## config.mk

```make
export PLATFORM = sky130hd
export DESIGN_NAME = gt_bringup_top
export DESIGN_NICKNAME = d
export VERILOG_FILES = /design/src/rtl/gt_bringup_pkg.sv /design/src/rtl/gt_bringup_top.sv /design/src/rtl/bringup_sequencer.sv /design/src/rtl/align_word_codec.sv /design/src/rtl/tx_phase_check.sv /design/src/rtl/rx_phalign_detect.sv /design/src/rtl/cdr_lock_filter.sv
export SDC_FILE = /design/constraint.sdc
export NUM_CORES = 1
export LEC_CHECK = 0
export BUFFER_PORTS_ARGS = -buffer_cell sky130_fd_sc_hd__buf_2
export CAP_MARGIN = 20
export CORE_ASPECT_RATIO = 1.2
export CORE_MARGIN = 2
export CORE_UTILIZATION = 50
export DETAILED_ROUTE_END_ITERATION = 7
export PLACE_DENSITY_LB_ADDON = 0.12
export SLEW_MARGIN = 20
export SYNTH_ARGS = -nofsm -noshare
export SYNTH_HDL_FRONTEND = slang
export SYNTH_SLANG_ARGS = --single-unit
```

## constraint.sdc

```tcl
create_clock -name clk -period 4.6 [get_ports clk]
set_clock_uncertainty 0.2 [all_clocks]
set_input_delay 0 -clock clk [delete_from_list [all_inputs] [get_ports clk]]
set_output_delay 0 -clock clk [all_outputs]
set_load 0.03 [all_outputs]
```

## src/rtl/gt_bringup_pkg.sv

```systemverilog
package gt_bringup_pkg;

	localparam int PHASE_W = 5; // scaled transmit phase width

	// transceiver status levels
	typedef struct packed {
		logic cpll_lock;
		logic cpll_fbclk_lost;
		logic cpll_refclk_lost;
		logic tx_reset_done;
		logic rx_reset_done;
		logic rx_cdr_lock;
		logic rx_byte_aligned;
		logic rx_phalign_done;
		logic rx_dlysreset_done;
	} gt_status_t;

	// reset controls toward the transceiver
	typedef struct packed {
		logic cpll_reset;
		logic mmcm_reset;
		logic gt_txrx_reset; // drives both tx and rx resets
		logic tx_dlysreset;
		logic rx_dlysreset;
	} gt_reset_t;

	// one 16-bit 8b/10b word with its k flags
	typedef struct packed {
		logic [15:0] data;
		logic [1:0]  charisk;
	} symbol_t;

	typedef enum logic [1:0] {
		TXW_ALIGN1,
		TXW_ALIGN2,
		TXW_ALIGN3,
		TXW_USER
	} tx_word_e;

	typedef enum logic [4:0] {
		IDLE, TX_WAIT, CPLL_RESET, CPLL_WAIT, MMCM_WAIT,
		TXRX_RESET, TXRX_WAIT, TX_DONE, RX_DONE, TXRX_DONE,
		TX_DLYSRESET, TX_DLYSRESET_D1, TXPH_STB1, TXPH_STB2, TXPH_CHECK,
		RX_WAIT, RX_CDR_RDY, RX_CDR_STABLE, RX_DLYSRESET, RX_DLYSRESET_D1,
		ALIGN1, ALIGN2, ALIGN2_CHK, ALIGN3, DATA,
		TX_TMO, RX_TMO
	} bringup_state_e;

	// alignment words, K28.5 in the low byte
	localparam symbol_t ALIGN1_SYM = '{data: 16'h01bc, charisk: 2'b01};
	localparam symbol_t ALIGN2_SYM = '{data: 16'h02bc, charisk: 2'b01};
	localparam symbol_t ALIGN3_SYM = '{data: 16'h03bc, charisk: 2'b01};

endpackage
```

## src/rtl/gt_bringup_top.sv

```systemverilog
`timescale 1ns/1ps

module gt_bringup_top
	import gt_bringup_pkg::*;
#(
	parameter int unsigned WAIT_CYCLES       = 200,
	parameter int unsigned TIMEOUT_SHORT     = 32'h0400_0000,
	parameter int unsigned TIMEOUT_LONG      = 32'hc000_0000,
	parameter int unsigned CDR_STABLE_CYCLES = 32'h00ff_ffff,
	parameter int unsigned ALIGN_HOLD        = 100,
	parameter int          LOCK_MAX          = 3
) (
	input  logic               clk,
	input  logic               reset,
	input  gt_status_t         gt_status_i,
	input  logic               mmcm_locked_i,
	input  logic               sfp_los_i,
	input  logic               txphase_stb_i,
	input  logic               bypass_txph_check_i,
	input  logic [15:0]        txphase_i,
	input  logic [PHASE_W-1:0] txphase_target_i,
	input  symbol_t            rx_sym_i,
	input  symbol_t            user_sym_i,
	output gt_reset_t          gt_reset_o,
	output symbol_t            tx_sym_o,
	output logic               link_up_o,
	output logic [15:0]        attempt_cnt_o
);

	logic     cdr_locked;
	logic     rx_phalign_ok;
	logic     txph_good;
	logic     farend_align2;
	tx_word_e tx_sel;

	cdr_lock_filter #(.LOCK_MAX(LOCK_MAX)) u_cdr_lock_filter (
		.clk            (clk),
		.reset          (reset),
		.cdr_lock_raw_i (gt_status_i.rx_cdr_lock),
		.cdr_locked_o   (cdr_locked)
	);

	// watches our own rx delay reset
	rx_phalign_detect u_rx_phalign_detect (
		.clk              (clk),
		.reset            (reset),
		.dlysreset_i      (gt_reset_o.rx_dlysreset),
		.dlysreset_done_i (gt_status_i.rx_dlysreset_done),
		.phalign_done_i   (gt_status_i.rx_phalign_done),
		.phalign_ok_o     (rx_phalign_ok)
	);

	tx_phase_check u_tx_phase_check (
		.clk              (clk),
		.txphase_i        (txphase_i),
		.txphase_target_i (txphase_target_i),
		.bypass_i         (bypass_txph_check_i),
		.txph_good_o      (txph_good)
	);

	align_word_codec u_align_word_codec (
		.clk             (clk),
		.reset           (reset),
		.tx_sel_i        (tx_sel),
		.user_sym_i      (user_sym_i),
		.rx_sym_i        (rx_sym_i),
		.tx_sym_o        (tx_sym_o),
		.farend_align2_o (farend_align2)
	);

	bringup_sequencer #(
		.WAIT_CYCLES       (WAIT_CYCLES),
		.TIMEOUT_SHORT     (TIMEOUT_SHORT),
		.TIMEOUT_LONG      (TIMEOUT_LONG),
		.CDR_STABLE_CYCLES (CDR_STABLE_CYCLES),
		.ALIGN_HOLD        (ALIGN_HOLD)
	) u_bringup_sequencer (
		.clk             (clk),
		.reset           (reset),
		.gt_status_i     (gt_status_i),
		.mmcm_locked_i   (mmcm_locked_i),
		.sfp_los_i       (sfp_los_i),
		.txphase_stb_i   (txphase_stb_i),
		.cdr_locked_i    (cdr_locked),
		.rx_phalign_ok_i (rx_phalign_ok),
		.txph_good_i     (txph_good),
		.farend_align2_i (farend_align2),
		.gt_reset_o      (gt_reset_o),
		.tx_sel_o        (tx_sel),
		.link_up_o       (link_up_o),
		.attempt_cnt_o   (attempt_cnt_o)
	);

endmodule

```

## src/rtl/bringup_sequencer.sv

```systemverilog
`timescale 1ns/1ps

module bringup_sequencer
	import gt_bringup_pkg::*;
#(
	parameter int unsigned WAIT_CYCLES       = 200,
	parameter int unsigned TIMEOUT_SHORT     = 32'h0400_0000,
	parameter int unsigned TIMEOUT_LONG      = 32'hc000_0000,
	parameter int unsigned CDR_STABLE_CYCLES = 32'h00ff_ffff,
	parameter int unsigned ALIGN_HOLD        = 100
) (
	input  logic        clk,
	input  logic        reset,
	input  gt_status_t  gt_status_i,
	input  logic        mmcm_locked_i,
	input  logic        sfp_los_i,
	input  logic        txphase_stb_i,
	input  logic        cdr_locked_i,
	input  logic        rx_phalign_ok_i,
	input  logic        txph_good_i,
	input  logic        farend_align2_i,
	output gt_reset_t   gt_reset_o,
	output tx_word_e    tx_sel_o,
	output logic        link_up_o,
	output logic [15:0] attempt_cnt_o
);

	localparam int unsigned CPLL_HOLD = 2;
	localparam int unsigned DLY_HOLD  = 5; // delay-aligner reset pulse

	bringup_state_e state, next;
	logic [31:0]    cnt;
	logic [15:0]    attempt;
	logic           farend_seen;
	logic           tmo, tmo_long;
	logic           pll_ok;

	assign tmo      = (cnt == TIMEOUT_SHORT);
	assign tmo_long = (cnt == TIMEOUT_LONG);
	assign pll_ok   = gt_status_i.cpll_lock & ~gt_status_i.cpll_fbclk_lost &
	                  ~gt_status_i.cpll_refclk_lost;

	always_ff @(posedge clk) begin
		if (reset) begin
			state <= IDLE;
			cnt   <= '0;
		end else begin
			state <= next;
			cnt   <= (next == state) ? cnt + 1'b1 : '0;
		end
	end

	always_comb begin
		next = state;
		case (state)
			IDLE:       next = TX_WAIT;
			TX_WAIT:    next = tmo ? TX_TMO : (cnt == WAIT_CYCLES) ? CPLL_RESET : TX_WAIT;
			CPLL_RESET: next = tmo ? TX_TMO : (cnt == CPLL_HOLD) ? CPLL_WAIT : CPLL_RESET;
			CPLL_WAIT:  next = tmo ? TX_TMO : gt_status_i.cpll_lock ? MMCM_WAIT : CPLL_WAIT;
			MMCM_WAIT:  next = tmo ? TX_TMO : mmcm_locked_i ? TXRX_RESET : MMCM_WAIT;
			TXRX_RESET: next = tmo ? TX_TMO : (cnt == ALIGN_HOLD) ? TXRX_WAIT : TXRX_RESET;
			TXRX_WAIT: begin
				if (tmo_long)
					next = TX_TMO;
				else if (gt_status_i.tx_reset_done)
					next = TX_DONE;
				else if (gt_status_i.rx_reset_done)
					next = RX_DONE;
			end
			TX_DONE: next = tmo ? TX_TMO : !pll_ok ? TX_WAIT :
			                gt_status_i.rx_reset_done ? TXRX_DONE : TX_DONE;
			RX_DONE: next = tmo ? TX_TMO : !pll_ok ? TX_WAIT :
			                gt_status_i.tx_reset_done ? TXRX_DONE : RX_DONE;
			TXRX_DONE: begin
				if (tmo_long)
					next = RX_TMO;
				else if (pll_ok && gt_status_i.tx_reset_done && gt_status_i.rx_reset_done)
					next = TX_DLYSRESET;
				else
					next = TX_WAIT;
			end
			TX_DLYSRESET:    next = (cnt == DLY_HOLD) ? TX_DLYSRESET_D1 : TX_DLYSRESET;
			TX_DLYSRESET_D1: next = TXPH_STB1; // tx phase-done not checked
			// second strobe carries a settled phase sample
			TXPH_STB1:  next = tmo ? TX_TMO : txphase_stb_i ? TXPH_STB2 : TXPH_STB1;
			TXPH_STB2:  next = tmo ? TX_TMO : txphase_stb_i ? TXPH_CHECK : TXPH_STB2;
			TXPH_CHECK: next = txph_good_i ? RX_WAIT : TX_WAIT;
			RX_WAIT: next = !txph_good_i ? TX_WAIT :
			                (cnt == WAIT_CYCLES) ? RX_CDR_RDY : RX_WAIT;
			RX_CDR_RDY: next = tmo ? RX_TMO : !txph_good_i ? TX_WAIT :
			                   (cdr_locked_i && !sfp_los_i) ? RX_CDR_STABLE : RX_CDR_RDY;
			RX_CDR_STABLE: begin
				if (!txph_good_i)
					next = TX_WAIT;
				else if (!cdr_locked_i || sfp_los_i)
					next = RX_CDR_RDY; // lock wobbled, start the hold again
				else if (cnt == CDR_STABLE_CYCLES)
					next = RX_DLYSRESET;
			end
			RX_DLYSRESET: next = tmo ? RX_TMO : !txph_good_i ? TX_WAIT :
			                     (cnt == DLY_HOLD) ? RX_DLYSRESET_D1 : RX_DLYSRESET;
			RX_DLYSRESET_D1: next = tmo ? RX_TMO : !txph_good_i ? TX_WAIT :
			                        rx_phalign_ok_i ? ALIGN1 : RX_DLYSRESET_D1;
			ALIGN1: next = tmo ? RX_TMO : !cdr_locked_i ? RX_WAIT :
			               gt_status_i.rx_byte_aligned ? ALIGN2 : ALIGN1;
			ALIGN2: next = tmo ? RX_TMO : !cdr_locked_i ? RX_WAIT :
			               !gt_status_i.rx_byte_aligned ? ALIGN1 :
			               (cnt == ALIGN_HOLD) ? ALIGN2_CHK : ALIGN2;
			ALIGN2_CHK: next = tmo ? RX_TMO : !cdr_locked_i ? RX_WAIT :
			                   !gt_status_i.rx_byte_aligned ? ALIGN1 :
			                   farend_seen ? ALIGN3 : ALIGN2;
			ALIGN3: next = tmo ? RX_TMO : !cdr_locked_i ? RX_WAIT :
			               !gt_status_i.rx_byte_aligned ? ALIGN1 :
			               (cnt == ALIGN_HOLD) ? DATA : ALIGN3;
			DATA: next = (!pll_ok || !mmcm_locked_i || !txph_good_i) ? TX_WAIT : DATA;
			TX_TMO:  next = TX_WAIT;
			RX_TMO:  next = TX_WAIT;
			default: next = TX_WAIT;
		endcase
	end

	// outputs follow next so they line up with the state
	always_ff @(posedge clk) begin
		if (reset) begin
			gt_reset_o    <= '0;
			tx_sel_o      <= TXW_ALIGN1;
			link_up_o     <= 1'b0;
			attempt_cnt_o <= '0;
			attempt       <= '0;
			farend_seen   <= 1'b0;
		end else begin
			link_up_o <= (next == DATA);
			if (next == CPLL_RESET && state != CPLL_RESET)
				attempt <= attempt + 1'b1;
			if (next == DATA && state != DATA) begin
				attempt_cnt_o <= attempt; // report and start over
				attempt       <= '0;
			end
			case (next)
				TX_WAIT: begin
					gt_reset_o <= '{cpll_reset: 1'b1, mmcm_reset: 1'b1,
					                gt_txrx_reset: 1'b1, default: 1'b0};
					tx_sel_o   <= TXW_ALIGN1;
				end
				CPLL_RESET:      gt_reset_o.cpll_reset <= 1'b1;
				CPLL_WAIT:       gt_reset_o.cpll_reset <= 1'b0;
				MMCM_WAIT: begin
					gt_reset_o.mmcm_reset    <= 1'b0;
					gt_reset_o.gt_txrx_reset <= 1'b0;
				end
				TXRX_RESET:      gt_reset_o.gt_txrx_reset <= 1'b1;
				TXRX_WAIT, TX_DONE, RX_DONE, TXRX_DONE:
					gt_reset_o.gt_txrx_reset <= 1'b0;
				TX_DLYSRESET: begin
					gt_reset_o.tx_dlysreset <= 1'b1;
					farend_seen             <= 1'b0;
				end
				TX_DLYSRESET_D1: gt_reset_o.tx_dlysreset <= 1'b0;
				RX_WAIT:         tx_sel_o <= TXW_ALIGN1;
				RX_DLYSRESET:    gt_reset_o.rx_dlysreset <= 1'b1;
				RX_DLYSRESET_D1: gt_reset_o.rx_dlysreset <= 1'b0;
				ALIGN1: begin
					tx_sel_o <= TXW_ALIGN1;
					if (farend_align2_i)
						farend_seen <= 1'b1;
				end
				ALIGN2, ALIGN2_CHK: begin
					tx_sel_o <= TXW_ALIGN2;
					if (farend_align2_i)
						farend_seen <= 1'b1;
				end
				ALIGN3:          tx_sel_o <= TXW_ALIGN3;
				DATA: begin
					tx_sel_o    <= TXW_USER;
					farend_seen <= 1'b0;
				end
				default: ;
			endcase
		end
	end

endmodule

```

## src/rtl/align_word_codec.sv

```systemverilog
`timescale 1ns/1ps

module align_word_codec
	import gt_bringup_pkg::*;
(
	input  logic     clk,
	input  logic     reset,
	input  tx_word_e tx_sel_i,
	input  symbol_t  user_sym_i,
	input  symbol_t  rx_sym_i,
	output symbol_t  tx_sym_o,
	output logic     farend_align2_o
);

	symbol_t tx_sym_next;

	// outgoing word mux
	always_comb begin
		case (tx_sel_i)
			TXW_ALIGN1: tx_sym_next = ALIGN1_SYM;
			TXW_ALIGN2: tx_sym_next = ALIGN2_SYM;
			TXW_ALIGN3: tx_sym_next = ALIGN3_SYM;
			default:    tx_sym_next = user_sym_i; // TXW_USER
		endcase
	end

	always_ff @(posedge clk) begin
		if (reset)
			tx_sym_o <= ALIGN1_SYM; // idle on the first word
		else
			tx_sym_o <= tx_sym_next;
	end

	// far end in its second handshake step
	assign farend_align2_o = (rx_sym_i == ALIGN2_SYM);

endmodule

```

## src/rtl/tx_phase_check.sv

```systemverilog
`timescale 1ns/1ps

module tx_phase_check
	import gt_bringup_pkg::*;
(
	input  logic               clk,
	input  logic [15:0]        txphase_i,
	input  logic [PHASE_W-1:0] txphase_target_i,
	input  logic               bypass_i,
	output logic               txph_good_o
);

	logic [13:0]        phase14;
	logic [16:0]        phase_x5;
	logic [PHASE_W-1:0] phase_scaled;

	assign phase14 = txphase_i[13:0];

	// x5 as shift plus add, top bits give the coarse phase
	assign phase_x5     = ({3'b000, phase14} << 2) + {3'b000, phase14};
	assign phase_scaled = phase_x5[16 -: PHASE_W];

	always_ff @(posedge clk) begin
		txph_good_o <= bypass_i | (phase_scaled == txphase_target_i);
	end

endmodule

```

## src/rtl/rx_phalign_detect.sv

```systemverilog
`timescale 1ns/1ps

module rx_phalign_detect (
	input  logic clk,
	input  logic reset,
	input  logic dlysreset_i,
	input  logic dlysreset_done_i,
	input  logic phalign_done_i,
	output logic phalign_ok_o
);

	logic phalign_d;   // previous phalign_done_i
	logic first_pend;  // still waiting for the first edge
	logic phalign_rise;

	assign phalign_rise = phalign_done_i & ~phalign_d;

	always_ff @(posedge clk) begin
		if (reset) begin
			phalign_d    <= 1'b0;
			first_pend   <= 1'b0;
			phalign_ok_o <= 1'b0;
		end else begin
			phalign_d <= phalign_done_i;
			if (dlysreset_i | dlysreset_done_i) begin
				first_pend   <= 1'b1; // re-arm
				phalign_ok_o <= 1'b0;
			end else if (phalign_rise) begin
				first_pend <= 1'b0;
				// first edge is the coarse pass, second one counts
				if (!first_pend)
					phalign_ok_o <= 1'b1;
			end
		end
	end

endmodule

```

## src/rtl/cdr_lock_filter.sv

```systemverilog
`timescale 1ns/1ps

module cdr_lock_filter #(
	parameter int LOCK_MAX = 3
) (
	input  logic clk,
	input  logic reset,
	input  logic cdr_lock_raw_i,
	output logic cdr_locked_o
);

	localparam int CNT_W = $clog2(LOCK_MAX) + 1;
	localparam logic [CNT_W-1:0] CNT_LAST = CNT_W'(LOCK_MAX - 1);

	logic [CNT_W-1:0] unlock_cnt; // consecutive unlocked cycles

	always_ff @(posedge clk) begin
		if (reset) begin
			unlock_cnt   <= '0;
			cdr_locked_o <= 1'b0;
		end else if (cdr_lock_raw_i) begin
			unlock_cnt   <= '0; // one good cycle is enough
			cdr_locked_o <= 1'b1;
		end else if (unlock_cnt == CNT_LAST) begin
			// held unlocked long enough, drop the level
			cdr_locked_o <= 1'b0;
		end else begin
			unlock_cnt <= unlock_cnt + 1'b1;
		end
	end

endmodule

```

==> flow_metrics.env, run 1 <==
export IMPL_p_per_area_mw_per_mm2=279
export IMPL_antenna_found_initial=0
export IMPL_grt_pass1_wl_mm=26.4
export IMPL_avgViaCountPerCell=5.63
export IMPL_startpoint_type="register"
export IMPL_maxSlewViolCount=0
export IMPL_first_global_vias=5615
export IMPL_nNetsFinal=940
export IMPL_grt_ovfl_total=0
export IMPL_cts_max_level=3
export IMPL_syn_nets=820
export IMPL_syn_area_mm2=0.00604
export IMPL_gp_congestion=0.949
export IMPL_final_cell_mix="buf_2 (109), dfxtp_1 (104), nor2_1 (100), nand2_1 (45), nand3_1 (41)"
export IMPL_ys_ff_latch=104
export IMPL_cp_arrival_ns=4.04
export IMPL_core_mm2=0.0119
export IMPL_clkLatencyLatePin_ns=0.35
export IMPL_ctsHoldBuffers=28
export IMPL_synth_edff_count=0
export IMPL_tritoncts="yes"
export IMPL_drt_iter0_drc=348
export IMPL_die_y_um=124
export IMPL_hold_viol=0
export IMPL_yosys_warnings=0
export IMPL_drc=0
export IMPL_portBuffers=109
export IMPL_endpoint_kind="register"
export IMPL_dp_cells=969
export IMPL_cap_viol_max_count=0
export IMPL_cts_clk_slew_worst_paths_ns=0.08
export IMPL_clock_root_buffer="clkbuf_16"
export IMPL_firstDrtPassIters=5
export IMPL_die_w_um=104
export IMPL_num_rows=44
export IMPL_post_route_util_pct=60.9
export IMPL_worst_pin_slew_ns=0.847
export IMPL_clock_fmax_ghz=0.248
export IMPL_rsz0062_at_grt="no"
export IMPL_place_hpwl_mm=11.4
export IMPL_wl_per_cell_um=15.6
export IMPL_drive_above_1_share_pct=19.6
export IMPL_post_cts_resized=0
export IMPL_run_status="complete, no violations"
export IMPL_hp_class="in -> reg"
export IMPL_p_leak_nw=2.91
export IMPL_clock_path_buffers=2
export IMPL_diodes=0
export IMPL_synth_cells=727
export IMPL_start_util_pct=50.6
export IMPL_syn_area_per_cell_um2=8.31
export IMPL_grt_max_degree=40
export IMPL_cp_max_fo=16
export IMPL_drtAntennaViolNets=0
export IMPL_totalNegativeSetupSlack_ns=0
export IMPL_ios=112
export IMPL_relSlewSlack_pct=42.8
export IMPL_ys_flop_type="dfxtp_1"
export IMPL_fin_crit_ns=4.03
export IMPL_yosysUniqueCellTypes=75
export IMPL_cts_setup_buffers=0
export IMPL_cts_buffers=9
export IMPL_seq_area_frac_synth_pct=34.5
export IMPL_required_ns=4.61
export IMPL_dieArea_mm2=0.0130
export IMPL_path_class="reg -> reg"
export IMPL_async_flop_share_pct=0
export IMPL_final_cells=1013
export IMPL_drt_wl_total_mm=15.8
export IMPL_via_count=5705
export IMPL_min_period_over_period_pct=87.7
export IMPL_peakVddDrop_mv=0.168
export IMPL_layout_commonest_cell="buf_2"
export IMPL_numClockSinks=104
export IMPL_track_usage_pct=24.5
export IMPL_finalSetupViolCount=0
export IMPL_area_growth_pct=20.5
path summary, 6_finish.rpt:
path	from	endpoint	slack [ns]	cells past startpoint
hold / removal	gt_status_i[2]	u_bringup_sequencer.state[2]$_SDFF_PP0_	0.06	5
hold reg to reg	u_bringup_sequencer.attempt_cnt_o[8]$_SDFFE_PP0P_	u_bringup_sequencer.attempt_cnt_o[8]$_SDFFE_PP0P_	0.29	2
setup / recovery	u_bringup_sequencer.cnt[29]$_SDFF_PP0_	u_bringup_sequencer.attempt[0]$_SDFFE_PP0P_	0.57	9
setup reg to reg	u_bringup_sequencer.cnt[29]$_SDFF_PP0_	u_bringup_sequencer.attempt[0]$_SDFFE_PP0P_	0.57	9
synth_stat cells, types with 3 or more instances:
cell / count / area, µm²
a2111oi_0: 3 / 26.3
nor2b_1: 9 / 56.3
o22ai_1: 4 / 25.0
a21oi_1: 19 / 95.1
o21bai_1: 5 / 37.5
inv_1: 19 / 71.3
clkbuf_1: 24 / 90.1
nor2_2: 10 / 62.6
nand3_1: 41 / 205
nor2_1: 100 / 375
nand4_1: 17 / 106
or4_4: 3 / 33.8
nor3_1: 22 / 110
or2_2: 3 / 18.8
mux2i_1: 21 / 210
nor4_1: 14 / 87.6
xor2_1: 30 / 263
a31oi_1: 5 / 31.3
a31o_2: 3 / 26.3
dfxtp_1: 104 / 2080
nand2b_1: 18 / 113
o21a_1: 3 / 22.5
buf_2: 7 / 35.0
nor3b_1: 8 / 60.1
o21ai_0: 13 / 65.1
and3b_1: 4 / 35.0
nor4b_1: 3 / 26.3
nand3b_1: 3 / 22.5
buf_1: 4 / 15.0
ha_1: 21 / 263
xnor2_1: 29 / 254
nor4bb_1: 6 / 60.1
and4_1: 8 / 70.1
and2_1: 16 / 100
a211oi_1: 7 / 52.6
or3_1: 4 / 25.0
nand2_1: 45 / 169
or4_1: 5 / 37.5
and3_1: 14 / 87.6
o211ai_1: 4 / 30.0
critical path, cell delays in order (launching register included):
cell and delay, ns:
dfxtp_1 0.36, nor4_1 0.55, nand2_1 0.17, nor4b_1 0.58, nor2_1 0.09, or4b_2 0.62, a211oi_1 0.34, and4b_1 0.27
or2_1 0.59, nor2_1 0.11
logic make-up (layout without fill, tap and decap cells):
logic type               count (synthesis)  after routing  synth area share (%)
AO/OA/AOI/OAI                           95             95                  11.2
XOR/XNOR                                59             59                  8.55
adder cells (fa/ha/maj)                 21             21                  4.35
buffers and inverters                   60            185                  4.52
flip-flops                             104            104                  34.5
multiplexers                            22             22                  3.67
AND/OR/NAND/NOR                        366            366                  33.2
area by class of cell:
class / count / area, µm²
well taps: 161 / 201
inverters: 20 / 75.1
multi-input cells: 563 / 3690
clock inverters: 7 / 91.3
repair buffers: 149 / 916
fillers: 1091 / 4670
clock buffers: 9 / 225
flip-flops and latches: 104 / 2080
flip-flops by register name, indices dropped and copies added (netlist names), 2 cells and up:
name / flops
u_align_word_codec.tx_sym_o: 18
u_bringup_sequencer.attempt: 16
u_bringup_sequencer.attempt_cnt_o: 16
u_bringup_sequencer.cnt: 32
u_bringup_sequencer.gt_reset_o: 5
u_bringup_sequencer.state: 5
u_bringup_sequencer.tx_sel_o: 2
u_cdr_lock_filter.unlock_cnt: 3
metrics by stage:
stage          area (µm²)  total power [mW]  hold slack, ns  setup WS, ns
2_1_floorplan        6040              1.15          -0.123          1.23
3_3_place_gp         6680              1.24         -0.0190         0.676
3_5_place_dp         6680              1.25         -0.0163         0.587
4_1_cts              7280              2.05          0.0486         0.582
5_1_grt              7280              2.12          0.0787         0.258
6_report             7280              2.03          0.0645         0.568
routing by layer:
metal / vias to the layer above / share of wire (%) / wire length, µm / GRT usage (%)
met1: 2710 / 43 / 6840 / 29.7
met2: 147 / 51 / 8020 / 43.3
met5: - / 0 / 0 / 0
met4: 0 / 1.9 / 306 / 9.54
li1: 2825 / - / - / -
met3: 23 / 3.8 / 595 / 3.61
power breakdown:
part | total (mW) | switching, mW | internal (mW)
logic | 0.314 | 0.183 | 0.131
clock network | 0.781 | 0.388 | 0.393
registers | 0.937 | 0.0234 | 0.914
total | 2.03 | 0.595 | 1.44
Power figures use the tool's default switching activity.
==> run 2: changes to the inputs <==
--- a/config.mk
+++ b/config.mk
@@ -9,7 +9,7 @@
 export CAP_MARGIN = 20
 export CORE_ASPECT_RATIO = 1.2
 export CORE_MARGIN = 2
-export CORE_UTILIZATION = 50
+export CORE_UTILIZATION = 61
 export DETAILED_ROUTE_END_ITERATION = 7
 export PLACE_DENSITY_LB_ADDON = 0.12
 export SLEW_MARGIN = 20
==> constraint.sdc (replaced) <==
create_clock -name clk -period 4.8 [get_ports clk]
set_clock_uncertainty 0.2 [all_clocks]
set_input_delay 0 -clock clk [delete_from_list [all_inputs] [get_ports clk]]
set_output_delay 0 -clock clk [all_outputs]
set_load 0.03 [all_outputs]
==> flow_metrics.env, run 2 (synthesis results as in run 1) <==
export IMPL_clock_path_buffers=2
export IMPL_clkLatencyLatePin_ns=0.34
export IMPL_hp_class="in -> reg"
export IMPL_firstDrtPassIters=6
export IMPL_grt_max_degree=40
export IMPL_drt_iter0_drc=444
export IMPL_startpoint_type="register"
export IMPL_drive_above_1_share_pct=19.4
export IMPL_cp_arrival_ns=4.17
export IMPL_hold_ws_ns=0.168
export IMPL_wl_per_cell_um=17.1
export IMPL_track_usage_pct=31.5
export IMPL_largest_register_ffs=32
export IMPL_cap_viol_max_count=0
export IMPL_gp_congestion=0.946
export IMPL_finalSetupViolCount=0
export IMPL_maxSlewViolCount=0
export IMPL_cts_buffers=9
export IMPL_critPathTopFamily="simple AND/OR/NAND/NOR gates"
export IMPL_drc=0
export IMPL_numClockSinks=104
export IMPL_antenna_found_initial=0
export IMPL_clock_root_buffer="clkbuf_16"
export IMPL_core_mm2=0.00956
export IMPL_ctsHoldBuffers=28
export IMPL_avgViaCountPerCell=6.09
export IMPL_path_class="reg -> reg"
export IMPL_ios=112
export IMPL_via_count=5922
export IMPL_top_regs="u_bringup_sequencer.cnt x32, u_align_word_codec.tx_sym_o x18"
export IMPL_cts_setup_buffers=0
export IMPL_critPathMaxStageDelay_ns=0.62
export IMPL_die_y_um=113
export IMPL_tritoncts="yes"
export IMPL_p_leak_nw=2.90
export IMPL_critPathSlowestCell="nor4b_1"
export IMPL_n_fill_cell=698
export IMPL_path_buf_inv=1
export IMPL_num_rows=39
export IMPL_place_hpwl_mm=11.6
export IMPL_post_cts_resized=0
export IMPL_final_cell_mix="buf_2 (109), dfxtp_1 (104), nor2_1 (100), nand2_1 (45), nand3_1 (41)"
export IMPL_endpoint_kind="register"
export IMPL_rsz0062_at_grt="no"
export IMPL_drt_wl_total_mm=16.6
export IMPL_area_growth_pct=19.4
export IMPL_grt_pass1_wl_mm=27.0
export IMPL_regMostFlops="u_bringup_sequencer.cnt"
export IMPL_grt_ovfl_total=0
export IMPL_nNetsFinal=938
export IMPL_cts_clk_slew_worst_paths_ns=0.08
export IMPL_relSlewSlack_pct=42.9
export IMPL_worst_pin_slew_ns=0.845
export IMPL_first_global_vias=5713
export IMPL_fin_crit_ns=4.17
export IMPL_cp_max_fo=16
export IMPL_run_status="complete, no violations"
export IMPL_diodes=0
export IMPL_hold_viol=0
export IMPL_register_area_mm2=0.00208
export IMPL_start_util_pct=63.2
export IMPL_multi_input_area_mm2=0.00369
export IMPL_layout_commonest_cell="buf_2"
export IMPL_portBuffers=109
export IMPL_drtAntennaViolNets=0
export IMPL_cts_max_level=3
export IMPL_cp_common_cell="nor2_1"
export IMPL_dieArea_mm2=0.0107
export IMPL_min_period_over_period_pct=86.9
export IMPL_clock_fmax_ghz=0.240
export IMPL_peakVddDrop_mv=0.230
export IMPL_p_per_area_mw_per_mm2=271
export IMPL_totalNegativeSetupSlack_ns=0
export IMPL_required_ns=4.80
export IMPL_die_w_um=94.8
export IMPL_path_cells="nor4_1 -> nand2_1 -> nor4b_1 -> nor2_1 -> or4b_2 -> a211oi_1 -> buf_4 -> and4b_1 -> or2_1 -> nor2_1"
[run 2: cell count changes in the layout (fill, tap and decap cells not counted), sizes merged]
cell and delta:
clkinv -1, bufinv +1, clkinvlp +1, buf -2, inv -1
[run 2: layout make-up]
class                           count  share of cell area, %
Multi-Input combinational cell    563                   51.1
Clock buffer                        9                   3.12
Inverter                           20                   1.04
Sequential cell                   104                   28.9
Tap cell                          123                   2.13
Timing Repair Buffer              147                   12.5
Clock inverter                      7                   1.25
[run 2: path summary, 6_finish.rpt]
kind / from / endpoint / slack, ns / cells after the start
setup / recovery: u_bringup_sequencer.cnt[29]$_SDFF_PP0_ / u_bringup_sequencer.attempt[3]$_SDFFE_PP0P_ / 0.63 / 10
hold / removal: user_sym_i[4] / u_align_word_codec.tx_sym_o[4]$_SDFF_PP1_ / 0.17 / 3
setup reg to reg: u_bringup_sequencer.cnt[29]$_SDFF_PP0_ / u_bringup_sequencer.attempt[3]$_SDFFE_PP0P_ / 0.63 / 10
hold reg to reg: u_bringup_sequencer.attempt_cnt_o[12]$_SDFFE_PP0P_ / u_bringup_sequencer.attempt_cnt_o[12]$_SDFFE_PP0P_ / 0.30 / 2
[run 2: tightest hold or removal path, stage by stage]
cell	delay, ns
dlygate4sd3_1	0.52
buf_2	0.09
nand2b_1	0.08
[run 2: where the power goes]
group | switching (mW) | internal, mW | leakage (nW)
clock | 0.340 | 0.416 | 0.152
combinational | 0.179 | 0.126 | 1.90
sequential | 0.0201 | 0.876 | 0.841
[run 2: layer usage]
metal / vias to the layer above / GRT usage, % / wire (µm)
met2: 255 / 57.4 / 8560
met3: 62 / 4.46 / 989
met1: 2773 / 36.5 / 6520
li1: 2832 / - / -
met5: - / 0 / 0
met4: 0 / 12.3 / 575
[run 2: per-stage QoR]
step	power (mW)	util (%)	instance area (µm²)	setup WS [ns]	instances
2_1_floorplan	1.10	-	6040	1.43	727
4_1_cts	1.96	75.3	7210	0.700	972
5_1_grt	2.03	75.4	7210	0.463	973
3_5_place_dp	1.19	69.1	6610	0.718	928
3_3_place_gp	1.19	69.1	6610	0.800	928
6_report	1.96	75.4	7210	0.629	973
